===== src/SpikeTagPkg.sv =====
package SpikeTagPkg;

  ////////////////////////////////////////////////////////////
  // Chip-side tag words

  // Tag width
  localparam int NTag = 11;

  // Spike count width
  localparam int NCount = 9;

  // Counts saturate here
  localparam logic [NCount-1:0] MaxCount = '1;

  // One tag plus its accumulated count, 20 bits
  typedef struct packed {
    logic [NTag-1:0]   tag;
    logic [NCount-1:0] count;
  } TagCtWord;

endpackage


===== src/Interfaces.sv =====
`timescale 1ns/1ps

////////////////////////////////////////////////////////////
// Programming bus from the control unit to every generator

interface GenProgIf import SpikeTagPkg::*; #(
  parameter int NGens = 8
) ();

  // One-hot load strobes, one bit per generator
  logic [NGens-1:0] loadPeriod;
  logic [NGens-1:0] loadTag;
  // Shared payload, valid with a strobe
  logic [15:0]      period;
  logic [NTag-1:0]  tag;
  // Time base for all generators
  logic             timeUnitPulse;

  modport controller (
    output loadPeriod, loadTag, period, tag, timeUnitPulse
  );

  modport generator (
    input loadPeriod, loadTag, period, tag, timeUnitPulse
  );

endinterface

////////////////////////////////////////////////////////////
// Request and grant between one generator and the arbiter

interface TagReqIf import SpikeTagPkg::*; ();

  // High while the generator holds a non-zero count
  logic     req;
  TagCtWord word;
  // Generator clears its count on this
  logic     grant;

  modport generator (
    output req, word,
    input  grant
  );

  modport arbiter (
    input  req, word,
    output grant
  );

endinterface


===== src/SpikeGenerator.sv =====
`timescale 1ns/1ps

module SpikeGenerator import SpikeTagPkg::*; #(
  parameter int NGens    = 8,
  parameter int NPeriod  = 16,
  parameter int GenIndex = 0
) (
  input logic         clk,
  input logic         reset,
  GenProgIf.generator prog,
  TagReqIf.generator  req
);

  // Index has to hit a bit of the load vectors
  if (GenIndex >= NGens) begin : gBadIndex
    $error("generator index %0d out of range for %0d generators", GenIndex, NGens);
  end

  logic [NPeriod-1:0] period;
  logic [NPeriod-1:0] phase;
  logic [NPeriod-1:0] phaseNext;
  logic [NTag-1:0]    tag;
  logic [NCount-1:0]  count;
  logic               loadPeriod;
  logic               loadTag;
  logic               spike;

  assign loadPeriod = prog.loadPeriod[GenIndex];
  assign loadTag    = prog.loadTag[GenIndex];

  ////////////////////////////////////////////////////////////
  // Period counter

  assign phaseNext = phase + 1'b1;
  // Period zero never spikes
  assign spike = prog.timeUnitPulse && (period != '0) && (phaseNext == period);

  always_ff @(posedge clk) begin
    if (reset) begin
      period <= '0;
      phase  <= '0;
    end else if (loadPeriod) begin
      // New period restarts the phase
      period <= prog.period[NPeriod-1:0];
      phase  <= '0;
    end else if (prog.timeUnitPulse && (period != '0)) begin
      phase <= spike ? '0 : phaseNext;
    end
  end

  always_ff @(posedge clk) begin
    if (loadTag) begin
      tag <= prog.tag;
    end
  end

  ////////////////////////////////////////////////////////////
  // Spike count

  always_ff @(posedge clk) begin
    if (reset) begin
      count <= '0;
    end else if (req.grant) begin
      // Drained this cycle; a coincident spike starts the next batch
      count <= spike ? NCount'(1) : '0;
    end else if (spike && (count != MaxCount)) begin
      count <= count + 1'b1;
    end
  end

  // Request while anything is pending
  assign req.req        = (count != '0);
  assign req.word.tag   = tag;
  assign req.word.count = count;

  // Saturated count holds until the arbiter takes it
  assert property (@(posedge clk) disable iff (reset)
    (count == MaxCount) && !req.grant |=> (count != '0))
    else $error("generator %0d count wrapped", GenIndex);

endmodule


===== src/flat_wrapper.sv =====
// flat-port wrapper written by rule: the top's interface ports become plain ports
module SpikeGenerator_flat import SpikeTagPkg::*;
#(
  parameter int NGens    = 8,
  parameter int NPeriod  = 16,
  parameter int GenIndex = 0
)
  (clk, reset, prog_loadPeriod, prog_loadTag, prog_period, prog_tag, prog_timeUnitPulse, req_req, req_word, req_grant);
  GenProgIf #(.NGens(NGens)) prog_i ();
  TagReqIf req_i ();
  input logic clk;
  input logic reset;
  input wire logic [$bits(prog_i.loadPeriod)-1:0] prog_loadPeriod;
  input wire logic [$bits(prog_i.loadTag)-1:0] prog_loadTag;
  input wire logic [$bits(prog_i.period)-1:0] prog_period;
  input wire logic [$bits(prog_i.tag)-1:0] prog_tag;
  input wire logic [$bits(prog_i.timeUnitPulse)-1:0] prog_timeUnitPulse;
  output wire logic [$bits(req_i.req)-1:0] req_req;
  output wire logic [$bits(req_i.word)-1:0] req_word;
  input wire logic [$bits(req_i.grant)-1:0] req_grant;
  assign prog_i.loadPeriod = prog_loadPeriod;
  assign prog_i.loadTag = prog_loadTag;
  assign prog_i.period = prog_period;
  assign prog_i.tag = prog_tag;
  assign prog_i.timeUnitPulse = prog_timeUnitPulse;
  assign req_req = req_i.req;
  assign req_word = req_i.word;
  assign req_i.grant = req_grant;
  SpikeGenerator #(.NGens(NGens), .NPeriod(NPeriod), .GenIndex(GenIndex)) u_core (.clk(clk), .reset(reset), .prog(prog_i), .req(req_i));
endmodule

===== config.mk =====
export PLATFORM = sky130hd
export DESIGN_NAME = SpikeGenerator_flat
export DESIGN_NICKNAME = d
export VERILOG_FILES = /design/src/SpikeTagPkg.sv /design/src/Interfaces.sv /design/src/SpikeGenerator.sv /design/src/flat_wrapper.sv
export SDC_FILE = /design/constraint.sdc
export NUM_CORES = 1
export LEC_CHECK = 0
export BUFFER_PORTS_ARGS = -buffer_cell sky130_fd_sc_hd__buf_2
export CELL_PAD_IN_SITES_DETAIL_PLACEMENT = 1
export CELL_PAD_IN_SITES_GLOBAL_PLACEMENT = 1
export CORE_UTILIZATION = 40
export CTS_BUF_LIST = sky130_fd_sc_hd__clkbuf_4 sky130_fd_sc_hd__clkbuf_8 sky130_fd_sc_hd__clkbuf_16
export CTS_CLUSTER_SIZE = 40
export DETAILED_ROUTE_END_ITERATION = 12
export PLACE_DENSITY = 0.76
export SETUP_SLACK_MARGIN = 0.5
export SLEW_MARGIN = 20
export SYNTH_ARGS = -nofsm -noshare
export SYNTH_HDL_FRONTEND = slang
export SYNTH_SLANG_ARGS = --single-unit

===== constraint.sdc =====
create_clock -name clk -period 3.4 [get_ports clk]
set_input_delay 0.85 -clock clk [delete_from_list [all_inputs] [get_ports clk]]
set_output_delay 0.85 -clock clk [all_outputs]
set_load 0.02 [all_outputs]

==> metrics.md, run 1 <==
| Metric | Value |
|---|---|
| Outcome | finished clean |
| Startpoint types | register |
| # DRC | 0 |
| Wire length per cell | 17.0 um |
| N_diodes | 0 |
| Cells along the critical path | nand4_1 -> or4_4 -> xnor2_2 -> nor4_4 -> nand4_4 -> or4_1 -> a21oi_1 |
| Post-DP HPWL | around 5500 um |
| Worst skew pair latency | roughly 0.32 ns |
| Clk buf depth | 2 |
| Main flop type after synthesis | dfxtp_1 |
| Core area | about 6900 um2 |
| Ys async rst share | 0% |
| Gpl congestion | between 0.9 and 1 |
| Die area | roughly 7500 um2 |
| Top cell type's share of synthesized area | approximately 28% |
| Root buffer cell | clkbuf_8 |
| WHS Path Cells | 2 |
| Cell Rows | 30 |
| Max FO, Critical Path | 7 |
| Area grow syn2layout | 16.5% |
| Top-count cell post-synth | dfxtp_1 |
| Final hold slack | approximately 0.52 ns |
| Setup crit end kind | register |
| Die Width | 86.9 um |
| R2r endpoint | u_core.count[5] |
| Post-synth EDFFs | 11 |
| Post-route cell area | 3350 um2 |
| Top cells by area, synth | dfxtp_1, edfxtp_1, mux2i_1 |
| DRT antenna net count | 0 |
| Worst setup margin | roughly 0.62 ns |
| Crit path DAT | 3.04 ns |
| Most frequent cells after synthesis | dfxtp_1, nand2_1, nand3_1 |
| Peak supply drop | approximately 170 uV |
| Dpl ws | 0.318 ns |
| Clk slew on worst S/H paths | ~0.10 ns |
| Initial antenna violation count | 0 |
| Avg Synthesized Cell Area | 9.17 um2 |
| # setup viols final | 0 |
| TritonCTS Sinks | 52 |
| CP max-delay cell | or4_4 |
| Dpl cell area | between 3000 and 4000 um2 |
| R2R Setup Slk | approximately 0.62 ns |
| Final Core Density | 48.8% |
| Tmin final | about 2.8 ns |
| GRT Residual Overflow | 0 |
| Sum Neg Setup Slack | 0 ns |
| Critical path required time | 3.65 ns |
| First-pass GRT wire length | roughly 13000 um |
| Num ports | 68 |
| Final hold violations | 0 |
| CP max stage delay | between 0.6 and 0.7 ns |
| Die Ht | roughly 87 um |
| H-tree levels | 2 |
| Highest clock rate | roughly 0.36 GHz |
| Fin. max-slew vios | 0 |
| Vias in the first global route | around 2600 |
| Seq cells post-synth | 52 |
| Drt initial violations | about 130 |
| Hold Startpoint | u_core.count[7] |
| YS warnings | 0 |
| Critical path type | reg -> reg |
| Worst-Margin Slew | between 0.4 and 0.5 ns |
| FF-to-FF path depth | 7 |
| Synth Instances | 314 |
| Drt pass-1 iters | 4 |
| Syn_nets | about 370 |
| Max Cap Viol | 0 |
| Vias/cell | 5.67 |
| Final period util | about four fifths |
| Initial Util | 41.9% |
| Post-synthesis cell area | ~2900 um2 |
| Detailed-route via count | approximately 2600 |
| Max_slew headroom | ~69% |
| Drt total wl | about 7700 um |
| Largest net degree at the start of global routing | 32 |
| Register area share after synthesis | roughly 40% |
| CTS buffer count | 5 |
| Worst hold path type | reg -> reg |
| RSZ-0062 raised after global routing | yes |
| Crit. Startpoint | u_core.phase[11] |
| Share of cells above drive strength 1 | a little over a quarter |
| PwrDens | 355 nW/um2 |
| Synth unique cells | 54 |
| Leading area contributor after synthesis | dfxtp_1 |
| Fin nets | 407 |
| Hold Path Sink | u_core.count[7] |
| GRT Overall Usage | 21.8% |
| Clock skew | 0.00610 ns |
| PortBufs | 53 |
| TritonCTS clock tree | built |
| Reg2reg start | u_core.phase[11] |
| Static Leak | around 1.3 nW |
==> worst max path at each step <==
stage	end	depth (start not counted)	slack (ns)
floorplan	u_core.count[7]	9	0.75
global placement	u_core.count[3]	8	0.41
detailed placement	u_core.count[7]	8	0.32
CTS	u_core.count[7]	7	0.51
global route	u_core.count[3]	7	0.49
finish	u_core.count[5]	7	0.62
==> cell families (layout without fill, tap and decap cells) <==
group           count (synthesis)  after routing  share of synthesized area, %
xor+xnor                       22             22                          6.95
simple gates                  132            132                          27.6
fa+ha+maj                       4              4                          1.74
buf+inv                        30             73                          4.95
compound gates                 58             58                          13.2
flops                          52             52                          40.0
mux                            16             16                          5.56
==> stage by stage <==
step,cells,total power (W)
global placement,443,0.000822
CTS,453,0.00120
global route,453,0.00125
detailed placement,443,0.000829
floorplan,314,0.000776
finish,453,0.00119
==> critical path: cells and delay by family, from the launching register on <==
family | cells | cell delay, ns
XOR/XNOR | 1 | 0.20
flip-flops | 1 | 0.46
AND/OR/NAND/NOR | 5 | 1.91
AO/OA/AOI/OAI | 1 | 0.14
==> power breakdown <==
group / internal, W / switching [W] / total, W
logic: 0.0000628 / 0.0000878 / 0.000151
clock network: 0.000146 / 0.000223 / 0.000370
registers: 0.000653 / 0.0000178 / 0.000671
total: 0.000862 / 0.000329 / 0.00119
==> routing by layer <==
metal | up-vias | part of all wire [%] | global-route usage [%]
met1 | 1258 | 46 | 27.1
met2 | 56 | 50 | 38.6
met4 | 0 | 0.96 | 6.21
met5 | - | 0 | 0
met3 | 7 | 3.3 | 3.79
li1 | 1248 | - | -
==> cell type report <==
class	instances	area, um2
multi-input cells	232	1650
clock inverters	3	23.8
fillers	829	3510
well taps	96	120
repair buffers	59	310
flip-flops and latches	52	1160
clock buffers	5	68.8
inverters	6	22.5
==> flip-flops by register name, summed over array words and instances (netlist names) <==
register       cells
u_core.phase      16
u_core.period     16
u_core.tag        11
u_core.count       9
==> placed cells by master, fill, tap and decap left out, types with 9 or more instances in the layout <==
cell	netlist	routed
a21oi_1	18	17
a31oi_1	11	11
buf_2	8	53
dfxtp_1	41	35
edfxtp_1	11	11
mux2i_1	16	16
nand2_1	23	23
nand3_1	23	22
nor2_1	21	21
o21ai_0	12	12
or4_1	17	17
xnor2_1	12	12
xor2_1	9	9
==> repair_timing <==
item,in CTS,in global routing
endpoints found under the setup margin,18,23
gates cloned,0,0
hold buffers,0,0
pin swaps,1,2
gates resized for setup,4,13
setup buffers,2,0
(Power assumes the default switching activity.)
==> inputs of run 2 (changes only) <==
--- a/config.mk
+++ b/config.mk
@@ -5,14 +5,15 @@
 export SDC_FILE = /design/constraint.sdc
 export NUM_CORES = 1
 export LEC_CHECK = 0
+export ABC_AREA = 1
 export BUFFER_PORTS_ARGS = -buffer_cell sky130_fd_sc_hd__buf_2
 export CELL_PAD_IN_SITES_DETAIL_PLACEMENT = 1
 export CELL_PAD_IN_SITES_GLOBAL_PLACEMENT = 1
-export CORE_UTILIZATION = 40
+export CORE_UTILIZATION = 34
 export CTS_BUF_LIST = sky130_fd_sc_hd__clkbuf_4 sky130_fd_sc_hd__clkbuf_8 sky130_fd_sc_hd__clkbuf_16
 export CTS_CLUSTER_SIZE = 40
 export DETAILED_ROUTE_END_ITERATION = 12
-export PLACE_DENSITY = 0.76
+export PLACE_DENSITY = 0.73
 export SETUP_SLACK_MARGIN = 0.5
 export SLEW_MARGIN = 20
 export SYNTH_ARGS = -nofsm -noshare
==> constraint.sdc (replaced) <==
create_clock -name clk -period 2.3 [get_ports clk]
set_input_delay 0.575 -clock clk [delete_from_list [all_inputs] [get_ports clk]]
set_output_delay 0.575 -clock clk [all_outputs]
set_load 0.02 [all_outputs]
==> run 2 against run 1 <==
  * Setup slack worse by 0.51 ns
  * Routed wire length up 5.3%
  * Clock skew up 0.0014 ns
  * Largest cell class unchanged
  * Largest power group unchanged
==> metrics.md, run 2 <==
| Metric | Value |
|---|---|
| Reg2reg start | u_core.phase[0] |
| Final hold violations | 0 |
| Max FO, Critical Path | 5 |
| Post-synthesis cell area | between 2000 and 3000 um2 |
| FF-to-FF path depth | 15 |
| H-tree levels | 2 |
| Final period util | between 90 and 100% |
| Top cells by area, synth | dfxtp_1, nand2_1, edfxtp_1 |
| Ys async rst share | 0% |
| Core area | 7770 um2 |
| PwrDens | 527 nW/um2 |
| Worst hold path type | in -> reg |
| Filler-free cell count of the finished design | approximately 580 |
| Highest clock rate | 0.457 GHz |
| Critical path type | reg -> reg |
| Crit path DAT | between 2 and 2.5 ns |
| Placed Cells | ~550 |
| Cells along the critical path | ha_4 -> nand2_4 -> nor2_4 -> nand2_2 -> nand2_2 -> nand2_2 -> nand2_1 -> nand2_1 -> nand3b_1 -> nor2_4 -> nand3_4 -> buf_4 -> inv_2 -> nand2_1 -> a21oi_1 |
| Critical path required time | 2.56 ns |
| DRT antenna net count | 0 |
| Root buffer cell | clkbuf_8 |
| Tmin final | between 2 and 2.5 ns |
| Crit. Startpoint | u_core.phase[0] |
| Area grow syn2layout | 31.4% |
| Fin. max-slew vios | 0 |
| Crit path buffers/inverters | 2 |
| Wire length per cell | between 10 and 15 um |
| Register area share after synthesis | between 40% and 50% |
| Peak supply drop | about 420 uV |
| Initial Util | between 30% and 40% |
| Initial antenna violation count | 0 |
| Synth Instances | around 390 |
| Top cell type's share of synthesized area | a little under 30% |
| Most frequent cells after synthesis | nand2_1, nor2_1, dfxtp_1 |
| Gpl congestion | 0.777 |
| R2R Setup Slk | between 0.1 and 0.15 ns |
| Final Core Density | a little under half |
| Vias/cell | ~5 |
| Post-DP HPWL | slightly below 6000 um |
| CP max stage delay | 0.38 ns |
| Max Cap Viol | 0 |
| PortBufs | 53 |
| Avg Synthesized Cell Area | between 7 and 8 um2 |
| Top-count cell post-synth | nand2_1 |
| Fin nets | between 500 and 600 |
| # setup viols final | 0 |
| YS warnings | 0 |
| TritonCTS clock tree | built |
| Synth unique cells | 26 |
| Startpoint types | register |
| Biggest regs | u_core.period: 16 flops, u_core.phase: 16 flops, u_core.tag: 11 flops |
| CP max-delay cell | dfxtp_4 |
| Commonest non-fill, non-tap cell in the layout | nand2_1 |
| CTS buffer count | 5 |
| Clk buf depth | 2 |
| Family with the most delay on the worst path | simple AND/OR/NAND/NOR gates |
| Seq cells post-synth | 52 |
| GRT Residual Overflow | 0 |
| Post-synth EDFFs | 11 |
| Main flop type after synthesis | dfxtp_1 |
| CTS Hold Bufs | 0 |
| Syn_nets | between 400 and 500 |
| Setup crit end kind | register |
| Max_slew headroom | about 74% |
| Setup crit end | u_core.count[7] |
| Most frequent cells in the layout | nand2_1, buf_2, nor2_1 |
| # DRC | 0 |
| R2r endpoint | u_core.count[7] |
| Footprint of the multi-input gates | between 1500 and 2000 um2 |
| Num ports | between 60 and 70 |
| Drt total wl | roughly 8100 um |
| Outcome | finished clean |
| Cell Rows | 32 |
| TritonCTS Sinks | 52 |
| First-pass GRT wire length | 13400 um |
| Drt initial violations | 93 |
| Leading area contributor after synthesis | dfxtp_1 |
| Die Width | between 90 and 100 um |
| FF/Latch Area | 1170 um2 |
| Die area | about 8500 um2 |
| Clk slew on worst S/H paths | around 0.10 ns |
| Clock skew | 0.00750 ns |
| Die Ht | a little over 90 um |
| # fillers | slightly above 1000 |
| Levels on crit path | 15 |
| Static Leak | between 1.5 and 2 nW |
| GRT Overall Usage | 20.2% |
| Detailed-route via count | roughly 2900 |
| Worst-Margin Slew | between 0.3 and 0.4 ns |
| Drt pass-1 iters | 6 |
| Vias in the first global route | about 3000 |
| Share of cells above drive strength 1 | approximately 29% |
| Largest net degree at the start of global routing | 23 |
| RSZ-0062 raised after global routing | yes |
| N_diodes | 0 |
| Worst skew pair latency | approximately 0.32 ns |
[run 2: cell types whose count changed after synthesis, sizes merged, moves of 11 or more]
cell,delta
or4,-19
a31oi,-11
xnor2,-11
o21ai,+13
buf,-13
inv,+36
a21oi,+13
nor2,+33
nand2,+88
mux2i,-16
[run 2: cell families (layout without fill, tap and decap cells)]
kind of cell    Yosys count  count (layout)  synth area share (%)
flops                    52              52                  41.8
compound gates           56              56                  10.2
fa+ha+maj                 4               4                  1.82
xor+xnor                  9               9                  3.36
buf+inv                  51             131                  6.95
simple gates            221             221                  35.9
[run 2: what timing repair did]
action,in CTS,in global routing
gates cloned,1,0
gates resized for setup,27,22
setup endpoints to repair,26,26
pin swaps,11,7
setup buffers,11,6
[run 2: routing by layer]
| layer | part of all wire (%) | vias to the layer above | wire length [um] | track usage (%) |
|---|---|---|---|---|
| li1 | - | 1442 | - | - |
| met1 | 45 | 1376 | 3650 | 25.0 |
| met2 | 51 | 39 | 4130 | 35.9 |
| met3 | 2.7 | 7 | 218 | 2.82 |
| met4 | 1.4 | 0 | 114 | 6.51 |
| met5 | 0 | - | 0 | 0 |
[run 2: stage by stage]
stage / total power (W) / setup WS (ns) / cell area [um2] / hold slack, ns / TNS (ns)
finish: 0.00191 / 0.112 / 3620 / 0.429 / 0
global route: 0.00199 / -0.0769 / 3620 / 0.417 / -1.03
CTS: 0.00192 / 0.183 / 3500 / 0.423 / 0
detailed placement: 0.00125 / -0.000175 / 3210 / 0.496 / -0.000175
global placement: 0.00125 / 0.0675 / 3210 / 0.486 / 0
floorplan: 0.00115 / 0.442 / 2790 / 0.461 / 0
[run 2: cell type report]
| cell class | instances | share of cell area, % |
|---|---|---|
| inverters | 45 | 5.01 |
| repair buffers | 77 | 12.7 |
| flip-flops and latches | 52 | 32.4 |
| clock inverters | 3 | 1.28 |
| clock buffers | 5 | 1.90 |
| well taps | 102 | 3.53 |
| multi-input cells | 290 | 43.0 |
| repair inverters | 1 | 0.173 |
[run 2: worst min path at each step]
stage,cells past startpoint,end,startpoint
final,1,u_core.tag[6],prog_tag[6]
after global routing,1,u_core.tag[6],prog_tag[6]
after CTS,1,u_core.tag[0],prog_tag[0]
after detailed placement,2,u_core.phase[12],u_core.phase[12]
after global placement,2,u_core.phase[12],u_core.phase[12]
after floorplan,2,u_core.period[15],u_core.period[15]
[run 2: report_power, final]
| part | internal (W) | total, W | switching (W) |
|---|---|---|---|
| clock | 0.000328 | 0.000657 | 0.000329 |
| sequential | 0.000968 | 0.000993 | 0.0000244 |
| combinational | 0.0000987 | 0.000259 | 0.000160 |
| total | 0.00140 | 0.00191 | 0.000513 |
