$ cat src/PcWordPkg.sv
package PcWordPkg;

  ////////////////////////////////////////////////////////////
  // Host word layout

  // Opcodes in the top byte of a host word
  typedef enum logic [7:0] {
    RegWrite   = 8'h01,
    ProgPeriod = 8'h02,
    ProgTag    = 8'h03
  } PcOpcode;

  // Register write view
  typedef struct packed {
    logic [7:0]  addr;
    logic [15:0] value;
  } RegWriteData;

  // Generator period view
  typedef struct packed {
    logic [7:0]  gen;
    logic [15:0] period;
  } ProgPeriodData;

  // Generator tag view, upper tag bits reserved
  typedef struct packed {
    logic [7:0]  gen;
    logic [4:0]  rsvd;
    logic [10:0] tag;
  } ProgTagData;

  // Data field, read according to the opcode
  typedef union packed {
    RegWriteData   regWrite;
    ProgPeriodData progPeriod;
    ProgTagData    progTag;
  } PcData;

  // Full 32-bit host word
  typedef struct packed {
    logic [7:0] code;
    PcData      data;
  } PcWord;

  ////////////////////////////////////////////////////////////
  // Register map

  // Bit 0 is the global enable
  localparam logic [7:0] RegEnable  = 8'd0;
  // Clock cycles per time unit
  localparam logic [7:0] RegUnitDiv = 8'd1;

endpackage

$ cat src/SpikeTagPkg.sv
package SpikeTagPkg;

  ////////////////////////////////////////////////////////////
  // Chip-side tag words

  // Tag width
  localparam int NTag = 11;

  // Spike count width
  localparam int NCount = 9;

  // Counts saturate here
  localparam logic [NCount-1:0] MaxCount = '1;

  // One tag plus its accumulated count, 20 bits
  typedef struct packed {
    logic [NTag-1:0]   tag;
    logic [NCount-1:0] count;
  } TagCtWord;

endpackage

$ cat src/Interfaces.sv
`timescale 1ns/1ps

////////////////////////////////////////////////////////////
// Programming bus from the control unit to every generator

interface GenProgIf import SpikeTagPkg::*; #(
  parameter int NGens = 8
) ();

  // One-hot load strobes, one bit per generator
  logic [NGens-1:0] loadPeriod;
  logic [NGens-1:0] loadTag;
  // Shared payload, valid with a strobe
  logic [15:0]      period;
  logic [NTag-1:0]  tag;
  // Time base for all generators
  logic             timeUnitPulse;

  modport controller (
    output loadPeriod, loadTag, period, tag, timeUnitPulse
  );

  modport generator (
    input loadPeriod, loadTag, period, tag, timeUnitPulse
  );

endinterface


$ cat src/ControlUnit.sv
`timescale 1ns/1ps

module ControlUnit import PcWordPkg::*; #(
  parameter int NGens = 8,
  parameter int NUnit = 16
) (
  input  logic         clk,
  input  logic         reset,
  // Host word channel
  input  logic         pcValid,
  input  PcWord        pcData,
  output logic         pcReady,
  // Generator programming and time base
  GenProgIf.controller prog
);

  ////////////////////////////////////////////////////////////
  // Word decode

  logic             accept;
  logic             isRegWrite;
  logic             isProgPeriod;
  logic             isProgTag;
  logic [7:0]       genIdx;
  logic [NGens-1:0] genOneHot;

  assign accept = pcValid && pcReady;

  always_comb begin
    isRegWrite   = 1'b0;
    isProgPeriod = 1'b0;
    isProgTag    = 1'b0;
    genIdx       = '0;
    case (pcData.code)
      RegWrite: isRegWrite = 1'b1;
      ProgPeriod: begin
        isProgPeriod = 1'b1;
        genIdx       = pcData.data.progPeriod.gen;
      end
      ProgTag: begin
        isProgTag = 1'b1;
        genIdx    = pcData.data.progTag.gen;
      end
      // Unknown codes are swallowed
      default: ;
    endcase
  end

  // Shifting past the top bit leaves zero, so out-of-range indices load nothing
  assign genOneHot = NGens'(1) << genIdx;

  ////////////////////////////////////////////////////////////
  // Config registers

  logic             enable;
  logic [NUnit-1:0] unitDiv;

  always_ff @(posedge clk) begin
    if (reset) begin
      pcReady <= 1'b0;
      enable  <= 1'b0;
      unitDiv <= '0;
    end else begin
      // Sink never stalls
      pcReady <= 1'b1;
      if (accept && isRegWrite) begin
        case (pcData.data.regWrite.addr)
          RegEnable:  enable  <= pcData.data.regWrite.value[0];
          RegUnitDiv: unitDiv <= pcData.data.regWrite.value[NUnit-1:0];
          default: ;
        endcase
      end
    end
  end

  // Load strobes, one cycle after the word
  always_ff @(posedge clk) begin
    if (reset) begin
      prog.loadPeriod <= '0;
      prog.loadTag    <= '0;
    end else begin
      prog.loadPeriod <= (accept && isProgPeriod) ? genOneHot : '0;
      prog.loadTag    <= (accept && isProgTag) ? genOneHot : '0;
    end
  end

  // Payload rides with the strobes
  always_ff @(posedge clk) begin
    if (accept && isProgPeriod) begin
      prog.period <= pcData.data.progPeriod.period;
    end
    if (accept && isProgTag) begin
      prog.tag <= pcData.data.progTag.tag;
    end
  end

  ////////////////////////////////////////////////////////////
  // Time-unit divider

  logic             running;
  logic             unitWrap;
  logic [NUnit-1:0] divCnt;

  assign running  = enable && (unitDiv != '0);
  // Greater-or-equal catches a divisor shrunk mid-count
  assign unitWrap = running && (divCnt >= unitDiv - 1'b1);

  always_ff @(posedge clk) begin
    if (reset) begin
      divCnt             <= '0;
      prog.timeUnitPulse <= 1'b0;
    end else begin
      // Registered, so the first pulse lands divisor cycles after enable
      prog.timeUnitPulse <= unitWrap;
      if (!running || unitWrap) begin
        divCnt <= '0;
      end else begin
        divCnt <= divCnt + 1'b1;
      end
    end
  end

  // A single word never programs both period and tag
  assert property (@(posedge clk) disable iff (reset)
    !((|prog.loadPeriod) && (|prog.loadTag)))
    else $error("period and tag loaded in the same cycle");

endmodule

$ cat src/flat_wrapper.sv
// flat-port wrapper written by rule: the top's interface ports become plain ports
module ControlUnit_flat import PcWordPkg::*;
#(
  parameter int NGens = 8,
  parameter int NUnit = 16
)
  (clk, reset, pcValid, pcData, pcReady, prog_loadPeriod, prog_loadTag, prog_period, prog_tag, prog_timeUnitPulse);
  GenProgIf #(.NGens(NGens)) prog_i ();
  input  logic clk;
  input  logic reset;
  input  logic pcValid;
  input  PcWord pcData;
  output logic pcReady;
  output wire logic [$bits(prog_i.loadPeriod)-1:0] prog_loadPeriod;
  output wire logic [$bits(prog_i.loadTag)-1:0] prog_loadTag;
  output wire logic [$bits(prog_i.period)-1:0] prog_period;
  output wire logic [$bits(prog_i.tag)-1:0] prog_tag;
  output wire logic [$bits(prog_i.timeUnitPulse)-1:0] prog_timeUnitPulse;
  assign prog_loadPeriod = prog_i.loadPeriod;
  assign prog_loadTag = prog_i.loadTag;
  assign prog_period = prog_i.period;
  assign prog_tag = prog_i.tag;
  assign prog_timeUnitPulse = prog_i.timeUnitPulse;
  ControlUnit #(.NGens(NGens), .NUnit(NUnit)) u_core (.clk(clk), .reset(reset), .pcValid(pcValid), .pcData(pcData), .pcReady(pcReady), .prog(prog_i));
endmodule
$ cat config.mk
export PLATFORM = sky130hd
export DESIGN_NAME = ControlUnit_flat
export DESIGN_NICKNAME = d
export VERILOG_FILES = /design/src/PcWordPkg.sv /design/src/SpikeTagPkg.sv /design/src/Interfaces.sv /design/src/ControlUnit.sv /design/src/flat_wrapper.sv
export SDC_FILE = /design/constraint.sdc
export NUM_CORES = 1
export LEC_CHECK = 0
export ABC_AREA = 1
export BUFFER_PORTS_ARGS = -buffer_cell sky130_fd_sc_hd__clkbuf_2
export CAP_MARGIN = 20
export CORE_ASPECT_RATIO = 0.5
export CORE_UTILIZATION = 50
export DETAILED_ROUTE_END_ITERATION = 8
export PLACE_DENSITY = 0.82
export SYNTH_ARGS = -nofsm -noshare
export SYNTH_HDL_FRONTEND = slang
export SYNTH_SLANG_ARGS = --single-unit
$ cat constraint.sdc
create_clock -name clk -period 2.8 [get_ports clk]
set_input_delay 0.56 -clock clk [delete_from_list [all_inputs] [get_ports clk]]
set_output_delay 0.56 -clock clk [all_outputs]
set_load 0.01 [all_outputs]
==> summary.txt, run 1 <==
Power and ir drop
  • Leakage Power: 1.96 nW
  • Cell Pwr Density: 528 nW/um^2
  • P_int: 1.79 mW
  • Total power: 2.29 mW
  • Logic pwr share: 0.025
  • Clk pwr share: 0.464
  • Sw Pwr: 0.497 mW
  • Maximum VDD drop: 0.426 mV
  • Sw Share: 0.217
  • Reg power frac: 0.511

Drt
  • Average routed wire per standard cell: 12.4 um
  • Via count: a little under 3,000
  • Routed Antenna Nets: 0
  • First-pass DRT Iterations: 4
  • Drt total wl: 7280 um
  • Vias per cell: 4.99
  • Initial DRC count: 261
  • DRC viols: 0

Timing
  • Fmax: 0.407 GHz
  • Max Transition Viols Final: 0
  • Final Cycle Share: 0.878
  • RSZ-0062 raised after global routing: no
  • Max Clock Skew: between 0.006 and 0.007 ns
  • Max_slew headroom: 0.595
  • Min Hold Slack: around 0.42 ns
  • # setup viols final: 0
  • Post-route setup TNS: 0 ns
  • Actual slew at the worst max-slew pin: 0.603 ns
  • Final worst path period need: 2.46 ns
  • Final Hold Vio Count: 0

Layout
  • Commonest non-fill, non-tap cell in the layout: clkbuf_2
  • Commonest cells after routing, fill and taps aside: clkbuf_2, nor2_1, nand2_1, dfxtp_1, inv_1
  • Final cell count without fillers: 587
  • Fin util: 0.640
  • Fillers: between 500 and 600
  • Layout cells sized above 1: 0.232
  • Antenna cells: 0
  • Layout net count: approximately 540
  • Synthesis-to-finish area growth: 21.5%

Critical path
  • Reg-to-Reg End: u_core.divCnt[0]
  • Family with the most delay on the worst path: simple AND/OR/NAND/NOR gates
  • CP Capture Type: flop
  • Worst-path fanout max: 16
  • Worst path slowest cell: dfxtp_1
  • Worst-path cell chain: inv_1 -> ha_1 -> nand4_1 -> nor2_1 -> nand3_1 -> xor2_1 -> inv_1 -> ha_1 -> nand4_1 -> a21oi_1 -> nor2_1 -> nand3_2 -> nor2_1
  • Worst r2r src: u_core.unitDiv[0]
  • Setup slack, reg-to-reg: between 0.3 and 0.4 ns
  • CP Data Required Time: 3.06 ns
  • Buffers & Inverters on Critical Path: 2
  • Worst R2R Path Depth: 13
  • CP Data Arrival Time: between 2 and 3 ns
  • Most used cell, CP: nor2_1
  • Startpoint types: flop
  • CP max stage delay: 0.32 ns
  • Worst Setup Path Type: reg -> reg

Logic synthesis
  • Post-synthesis cell count: ~400
  • Synthesized flop and latch total: 78
  • Number of enable flip-flop cells after synthesis: 27
  • Seq/Total Area, Yosys: 0.513
  • Synth cell types: 27
  • Syn avg cell area: 8.88 sq um
  • Async set-reset flop share out of synthesis: 0
  • Most common flop cell mapped by yosys: dfxtp_1
  • YS warnings: 0
  • Syn nets: 455
  • Mapped cell area: 3570 sq um

Clock network
  • Post-CTS setup buffer count: 0
  • CTS Buf Count: 9
  • Clk pin slew, worst setup/hold paths: 0.06 ns
  • Root Driver: clkbuf_16
  • TritonCTS clock tree: yes
  • Clk sink count: 78
  • CTS resizes: 0
  • Buffer levels on the longest clock path: 2
  • Clock latency at the later pin of the worst-skew pair: 0.34 ns
  • H-tree levels: 3
  • Hold-fix buffers, CTS: 0

Global routing
  • Antenna violations before repair: 0
  • First-pass GRT wire length: 11,900 um
  • Number of global-route vias before repair: roughly 2,700
  • Gr usage total: 0.214
  • Pin count of the biggest net entering global routing: 19
  • GRT Residual Overflow: 0

Floorplanning
  • Placement Rows: 21
  • Die footprint: 7500 sq um
  • I/O pin count: 80
  • CORE AREA: 6780 sq um
  • Die height: between 60 and 70 um
  • Die W: 122 um
  • Starting density of the core: 0.527

Min path
  • Hold Startpoint: pcData[12]
  • Worst Hold End: u_core.prog.period[12]
  • Hold WC Path Type: in -> reg
  • Worst hold stages: 1

Flow run
  • Max cap viols: 0

Placement
  • Routability cong.: 0.851
  • Hpwl dp: ~5500 um
  • Cells after DPL: 571
  • I/O Buffers: 79

Outcome
  • Status: completed
metal layers:
metal  routed length [um]  track usage  vias up
met5                    0            0        -
li1                     -            -     1480
met3                  515       0.0876       12
met4                   88       0.0741        0
met1                 3310        0.262     1356
met2                 3370        0.350       83
worst register-to-register path, cell delays in order (launching register included):
cell	delay (ns)
dfxtp_1	0.32
inv_1	0.09
ha_1	0.21
nand4_1	0.16
nor2_1	0.18
nand3_1	0.11
xor2_1	0.15
inv_1	0.06
ha_1	0.29
nand4_1	0.12
a21oi_1	0.05
nor2_1	0.14
nand3_2	0.31
nor2_1	0.20
cell usage after synthesis, types with 3 or more instances:
cell type   n  area share
nand4_1     9       0.016
nor2_1     67       0.070
nor3_1      7      0.0098
edfxtp_1   27        0.23
ha_1       18       0.063
nand3_1    33       0.046
a21oi_1    23       0.032
nand2_1    66       0.069
xor2_1     20       0.049
inv_2       4      0.0042
nand3_2     3      0.0084
dfxtp_1    51        0.29
xnor2_1     7       0.017
inv_1      48       0.050
how the worst max path moves through the flow:
stage,slack (ns),start,cells past startpoint,to
final,0.34,u_core.unitDiv[0],13,u_core.divCnt[0]
after global routing,0.01,u_core.unitDiv[0],12,u_core.divCnt[15]
after CTS,0.34,u_core.unitDiv[0],13,u_core.divCnt[14]
after detailed placement,0.36,u_core.unitDiv[0],13,u_core.divCnt[14]
after global placement,0.49,u_core.unitDiv[0],13,u_core.divCnt[6]
after floorplan,0.40,pcData[29],5,u_core.prog.loadPeriod[0]
power by group through the flow:
stage / logic, mW / clock network [mW] / registers, mW
final: 0.0564 / 1.06 / 1.17
after global routing: 0.0619 / 1.14 / 1.17
after CTS: 0.0566 / 1.08 / 1.17
after detailed placement: 0.0561 / 0 / 1.20
after global placement: 0.0549 / 0 / 1.20
after floorplan: 0.0179 / 0 / 1.20
registers in the layout, indices dropped and copies added (netlist names):
| name | flops |
|---|---|
| u_core.divCnt | 16 |
| u_core.prog.period | 16 |
| u_core.unitDiv | 16 |
| u_core.prog.tag | 11 |
| u_core.prog.loadPeriod | 8 |
| u_core.prog.loadTag | 8 |
| u_core.enable | 1 |
| u_core.pcReady | 1 |
| u_core.prog.timeUnitPulse | 1 |
through the flow:
stage	setup WS (ns)	instance area (sq um)
detailed placement	0.364	4060
global placement	0.495	4060
floorplan	0.397	3570
CTS	0.342	4340
finish	0.341	4340
global route	0.0113	4340
final cells by class:
type	instances	area, sq um	area share
Clock buffer	9	225	0.0519
Inverter	52	195	0.0450
Sequential cell	78	1830	0.422
Multi-Input combinational cell	266	1500	0.345
Clock inverter	7	50.0	0.0115
Tap cell	92	115	0.0265
Timing Repair Buffer	83	425	0.0980
logic make-up after synthesis:
| kind of cell | share of synthesized area |
|---|---|
| AO/OA/AOI/OAI | 0.0382 |
| XOR/XNOR | 0.0662 |
| adder cells (fa/ha/maj) | 0.0631 |
| buffers and inverters | 0.0704 |
| flip-flops | 0.513 |
| AND/OR/NAND/NOR | 0.249 |
Note: power is estimated with default switching activity, not from simulation.
==> inputs of run 2 (changes only) <==
ABC_AREA = unset   (was 1)
CORE_UTILIZATION = 53   (was 50)
PLACE_DENSITY = 0.86   (was 0.82)
==> summary.txt, run 2 <==
Layout
  • Commonest cells after routing, fill and taps aside: clkbuf_2, nor2_1, dfxtp_1, nand2_1, edfxtp_1
  • Antenna cells: 0
  • Synthesis-to-finish area growth: 31.1%
  • Commonest non-fill, non-tap cell in the layout: clkbuf_2
  • Fin util: 0.750
  • Layout net count: between 400 and 500
  • Final cell count without fillers: just over 500
  • Final Cell Area: 4280 sq um
  • Layout cells sized above 1: 0.316
  • Top flop regs: u_core.divCnt (16), u_core.prog.period (16), u_core.unitDiv (16)

Critical path
  • Worst-path cell chain: inv_2 -> ha_4 -> or4b_4 -> or4_4 -> nor2_4 -> xnor2_2 -> ha_1 -> nand4_1 -> nor2_1 -> nor4_2 -> nand4_2 -> buf_12 -> nor2_1
  • CP Capture Type: flop
  • Worst r2r src: u_core.unitDiv[0]
  • Family with the most delay on the worst path: simple AND/OR/NAND/NOR gates
  • Worst-path fanout max: 16
  • Buffers & Inverters on Critical Path: 2
  • Startpoint types: flop
  • CP max stage delay: 0.48 ns
  • Worst path slowest cell: or4_4
  • CP Data Arrival Time: 3.47 ns
  • CP Data Required Time: 3.07 ns
  • Most used cell, CP: nor2_1
  • Worst Setup SP: u_core.unitDiv[0]
  • Worst Setup Path Type: reg -> reg

Placement
  • Routability cong.: 0.868
  • Hpwl dp: approximately 5700 um
  • Cells after DPL: 485
  • Area after DPL: ~3900 sq um
  • Setup WS pre-CTS: -0.257 ns
  • I/O Buffers: a little under 80

Logic synthesis
  • Synth cell types: 34
  • Post-synthesis cell count: approximately 320
  • YS warnings: 0
  • Seq/Total Area, Yosys: 0.561
  • Syn nets: 372
  • Synth top area share: 0.313
  • Syn avg cell area: 10.2 sq um
  • Number of enable flip-flop cells after synthesis: 27
  • Most common flop cell mapped by yosys: dfxtp_1
  • Async set-reset flop share out of synthesis: 0
  • Synthesized flop and latch total: 78
  • Area leader, netlist: dfxtp_1
  • Most frequent cells after synthesis: dfxtp_1, nor2_1, nand2_1, edfxtp_1, a21oi_1
  • Synth area leaders: dfxtp_1, edfxtp_1, ha_1
  • Mapped cell area: 3260 sq um

Drt
  • Initial DRC count: ~210
  • Via count: 2,908
  • Average routed wire per standard cell: 17.7 um
  • First-pass DRT Iterations: 5
  • DRC viols: 0
  • Vias per cell: 5.75
  • Drt total wl: 8980 um
  • Routed Antenna Nets: 0

Clock network
  • Clk sink count: 78
  • CTS Buf Count: 9
  • Clk pin slew, worst setup/hold paths: about 0.06 ns
  • Buffer levels on the longest clock path: 2
  • Clock latency at the later pin of the worst-skew pair: approximately 0.34 ns
  • TritonCTS clock tree: yes
  • H-tree levels: 3
  • Root Driver: clkbuf_16

Timing
  • Actual slew at the worst max-slew pin: 0.543 ns
  • # setup viols final: 17
  • Final Cycle Share: 1.14
  • Final Hold Vio Count: 0
  • Post-route setup TNS: -6.31 ns
  • Max Clock Skew: 0.00726 ns
  • Min Hold Slack: 0.420 ns
  • Max Transition Viols Final: 0
  • Fmax: roughly 0.31 GHz
  • RSZ-0062 raised after global routing: yes
  • Max_slew headroom: 0.637
  • Final worst path period need: 3.20 ns
  • Worst setup margin: -0.401 ns

Global routing
  • First-pass GRT wire length: 14,200 um
  • GRT Residual Overflow: 0
  • Number of global-route vias before repair: ~2,900
  • Antenna violations before repair: 0
  • Gr usage total: 0.296
  • Pin count of the biggest net entering global routing: 21

Min path
  • Hold Startpoint: pcData[12]
  • Hold WC Path Type: in -> reg

Outcome
  • Failing checks: negative setup slack
  • Status: finished with violations

Power and ir drop
  • Cell Pwr Density: between 500 and 600 nW/um^2
  • Leakage Power: 1.83 nW
  • Total power: 2.26 mW
  • Maximum VDD drop: 0.573 mV

Flow run
  • Max cap viols: 0

Floorplanning
  • Die W: 113 um
  • Placement Rows: 19
  • Die footprint: roughly 6500 sq um
  • I/O pin count: 80
  • CORE AREA: 5710 sq um
  • Starting density of the core: 0.572
  • Die height: 57.5 um
-- run 2: metal layers --
layer,routed length [um],part of all wire,up-vias,track usage
met3,756,0.084,32,0.103
met4,297,0.033,0,0.150
met5,0,0,-,0
li1,-,-,1338,-
met1,3500,0.39,1382,0.339
met2,4420,0.49,156,0.504
-- run 2: where the power goes --
part | switching, mW | internal, mW | leakage [nW]
Combinational | 0.0302 | 0.0219 | 1.05
Sequential | 0.000531 | 1.17 | 0.655
Clock | 0.433 | 0.602 | 0.128
-- run 2: logic make-up after synthesis --
family,share of synthesized area
xor+xnor,0.0752
compound gates,0.0805
simple gates,0.197
buf+inv,0.0165
fa+ha+maj,0.0690
flops,0.561
-- run 2: worst reg2reg max path, delay by kind of cell, from the launching register on --
kind	cells	cell delay [ns]
simple gates	8	1.99
fa+ha+maj	2	0.46
flops	1	0.34
buf+inv	2	0.27
xor+xnor	1	0.08
-- run 2: path summary, 6_finish.rpt --
path / end / cells past startpoint / slack [ns]
min: u_core.prog.period[12] / 1 / 0.42
min reg2reg: u_core.divCnt[0] / 1 / 0.52
max reg2reg: u_core.divCnt[15] / 13 / -0.40
max: u_core.divCnt[15] / 13 / -0.40
-- run 2: what timing repair did --
item                                    CTS  global route
endpoints found under the setup margin   17            17
gates cloned                              0             0
resized for setup                         9             4
hold buffers                              0             0
setup buffers                             4             1
pin swaps                                 4             3
-- run 2: final cells by class --
cell class,instances,area [sq um]
multi-input cells,229,1470
flip-flops and latches,78,1840
repair buffers,104,596
inverters,6,22.5
fillers,342,1430
clock inverters,3,22.5
clock buffers,13,240
well taps,73,91.3
==> inputs of run 3 (changes only) <==
BUFFER_PORTS_ARGS = unset   (was -buffer_cell sky130_fd_sc_hd__clkbuf_2)
CORE_UTILIZATION = 55   (was 53)
DONT_BUFFER_PORTS = 1   (was unset)
PLACE_DENSITY = 0.77   (was 0.86)
==> summary.txt, run 3 (synthesis gave the netlist of run 2 again) <==
Outcome
  • Status: finished with violations
  • Failing checks: negative setup slack

Layout
  • Synthesis-to-finish area growth: 18.9%
  • Commonest cells after routing, fill and taps aside: nor2_1, dfxtp_1, nand2_1, edfxtp_1, buf_4
  • Final cell count without fillers: 426
  • Layout cells sized above 1: 0.156
  • Antenna cells: 0
  • Top flop regs: u_core.divCnt (16), u_core.prog.period (16), u_core.unitDiv (16)
  • Layout net count: 401

Critical path
  • Startpoint types: flop
  • Family with the most delay on the worst path: simple AND/OR/NAND/NOR gates
  • Worst path slowest cell: or4_4
  • Buffers & Inverters on Critical Path: 3
  • CP Data Arrival Time: 3.23 ns
  • Worst Setup Path Type: reg -> reg
  • Worst-path fanout max: 16
  • Worst-path cell chain: inv_2 -> ha_4 -> or4b_4 -> or4_4 -> nor2_4 -> xnor2_1 -> ha_1 -> nand4_1 -> nor3_1 -> nor4_2 -> buf_4 -> nand4_4 -> buf_12 -> nor2_1
  • CP max stage delay: 0.48 ns
  • CP Capture Type: flop
  • CP Data Required Time: between 3 and 4 ns

Floorplanning
  • I/O pin count: 80
  • Die height: 56.5 um
  • Die footprint: 6260 sq um
  • Die W: 111 um
  • Starting density of the core: 0.584
  • Placement Rows: 19
  • CORE AREA: 5590 sq um

Clock network
  • Root Driver: clkbuf_16
  • Clk sink count: between 70 and 80
  • Clk pin slew, worst setup/hold paths: roughly 0.060 ns
  • Clock latency at the later pin of the worst-skew pair: 0.33 ns
  • Buffer levels on the longest clock path: 2
  • CTS Buf Count: 9
  • TritonCTS clock tree: yes
  • H-tree levels: 3

Timing
  • Final Hold Vio Count: 0
  • Max_slew headroom: 0.670
  • Min Hold Slack: about 0.29 ns
  • Fmax: 0.332 GHz
  • # setup viols final: 17
  • Actual slew at the worst max-slew pin: 0.492 ns
  • Final worst path period need: 3.01 ns
  • Final Cycle Share: 1.07
  • RSZ-0062 raised after global routing: yes
  • Max Transition Viols Final: 0
  • Max Clock Skew: 0.00697 ns
  • Worst setup margin: -0.208 ns
  • Post-route setup TNS: -3.30 ns

Placement
  • Cells after DPL: 408
  • Hpwl dp: roughly 5400 um
  • Routability cong.: 0.817
  • I/O Buffers: 0

Power and ir drop
  • Cell Pwr Density: 593 nW/um^2
  • Reg power frac: 0.510
  • Sw Pwr: 0.465 mW
  • Leakage Power: 1.47 nW
  • Logic pwr share: 0.005
  • Clk pwr share: 0.485
  • Total power: 2.30 mW
  • P_int: approximately 1.8 mW
  • Maximum VDD drop: 0.467 mV
  • Sw Share: 0.202

Drt
  • DRC viols: 0
  • Routed Antenna Nets: 0
  • Via count: 2,472
  • First-pass DRT Iterations: 4
  • Initial DRC count: 125
  • Vias per cell: 5.80
  • Average routed wire per standard cell: ~18 um
  • Drt total wl: 7500 um

Global routing
  • Pin count of the biggest net entering global routing: 21
  • Antenna violations before repair: 0
  • GRT Residual Overflow: 0
  • Gr usage total: 0.257
  • Number of global-route vias before repair: 2,608
  • First-pass GRT wire length: 12,300 um

Min path
  • Hold WC Path Type: in -> reg

Flow run
  • Max cap viols: 0
==> run 3: routing by layer <==
metal  vias up  global-route usage  part of all wire
li1       1181                   -                 -
met1      1185               0.288              0.40
met2        98               0.445              0.50
met3         8               0.108             0.086
met4         0              0.0857             0.011
met5         -                   0                 0
==> run 3: path summary, 6_finish.rpt <==
kind	cells after the start	from	slack (ns)	endpoint
setup / recovery	14	u_core.unitDiv[0]	-0.21	u_core.divCnt[15]
hold / removal	1	reset	0.29	u_core.unitDiv[0]
setup reg to reg	14	u_core.unitDiv[0]	-0.21	u_core.divCnt[15]
hold reg to reg	1	u_core.divCnt[0]	0.51	u_core.divCnt[0]
==> run 3: what timing repair did <==
| action | in CTS | in global routing |
|---|---|---|
| pin swaps | 2 | 2 |
| gates resized for setup | 5 | 3 |
| gates cloned | 0 | 0 |
| setup buffers | 2 | 0 |
| endpoints found under the setup margin | 17 | 17 |
| hold buffers | 0 | 0 |
==> run 3: worst reg2reg max path, delay by kind of cell (launching register included) <==
| kind | cells | cell delay (ns) |
|---|---|---|
| buf+inv | 3 | 0.36 |
| fa+ha+maj | 2 | 0.43 |
| xor+xnor | 1 | 0.08 |
| simple gates | 8 | 1.71 |
| flops | 1 | 0.32 |
==> run 3: area by class of cell <==
type                    instances  area, sq um
multi-input cells             229         1440
fillers                       405         1710
repair buffers                 24          193
clock buffers                  11          254
flip-flops and latches         78         1830
inverters                       6         22.5
clock inverters                 5         40.0
well taps                      73         91.3
==> run 3: through the flow <==
stage	util	instance area [sq um]	setup slack [ns]
floorplan	-	3300	-0.123
global placement	0.633	3530	-0.129
detailed placement	0.633	3530	-0.297
CTS	0.692	3860	-0.198
global route	0.694	3880	-0.353
finish	0.694	3880	-0.208
==> run 3: power groups by stage <==
| stage | registers (mW) | clock network (mW) | logic (mW) |
|---|---|---|---|
| after global placement | 1.20 | 0 | 0.0109 |
| after floorplan | 1.20 | 0 | 0.0120 |
| after global routing | 1.17 | 1.18 | 0.0127 |
| after CTS | 1.17 | 1.13 | 0.0113 |
| after detailed placement | 1.20 | 0 | 0.0112 |
| final | 1.17 | 1.12 | 0.0115 |
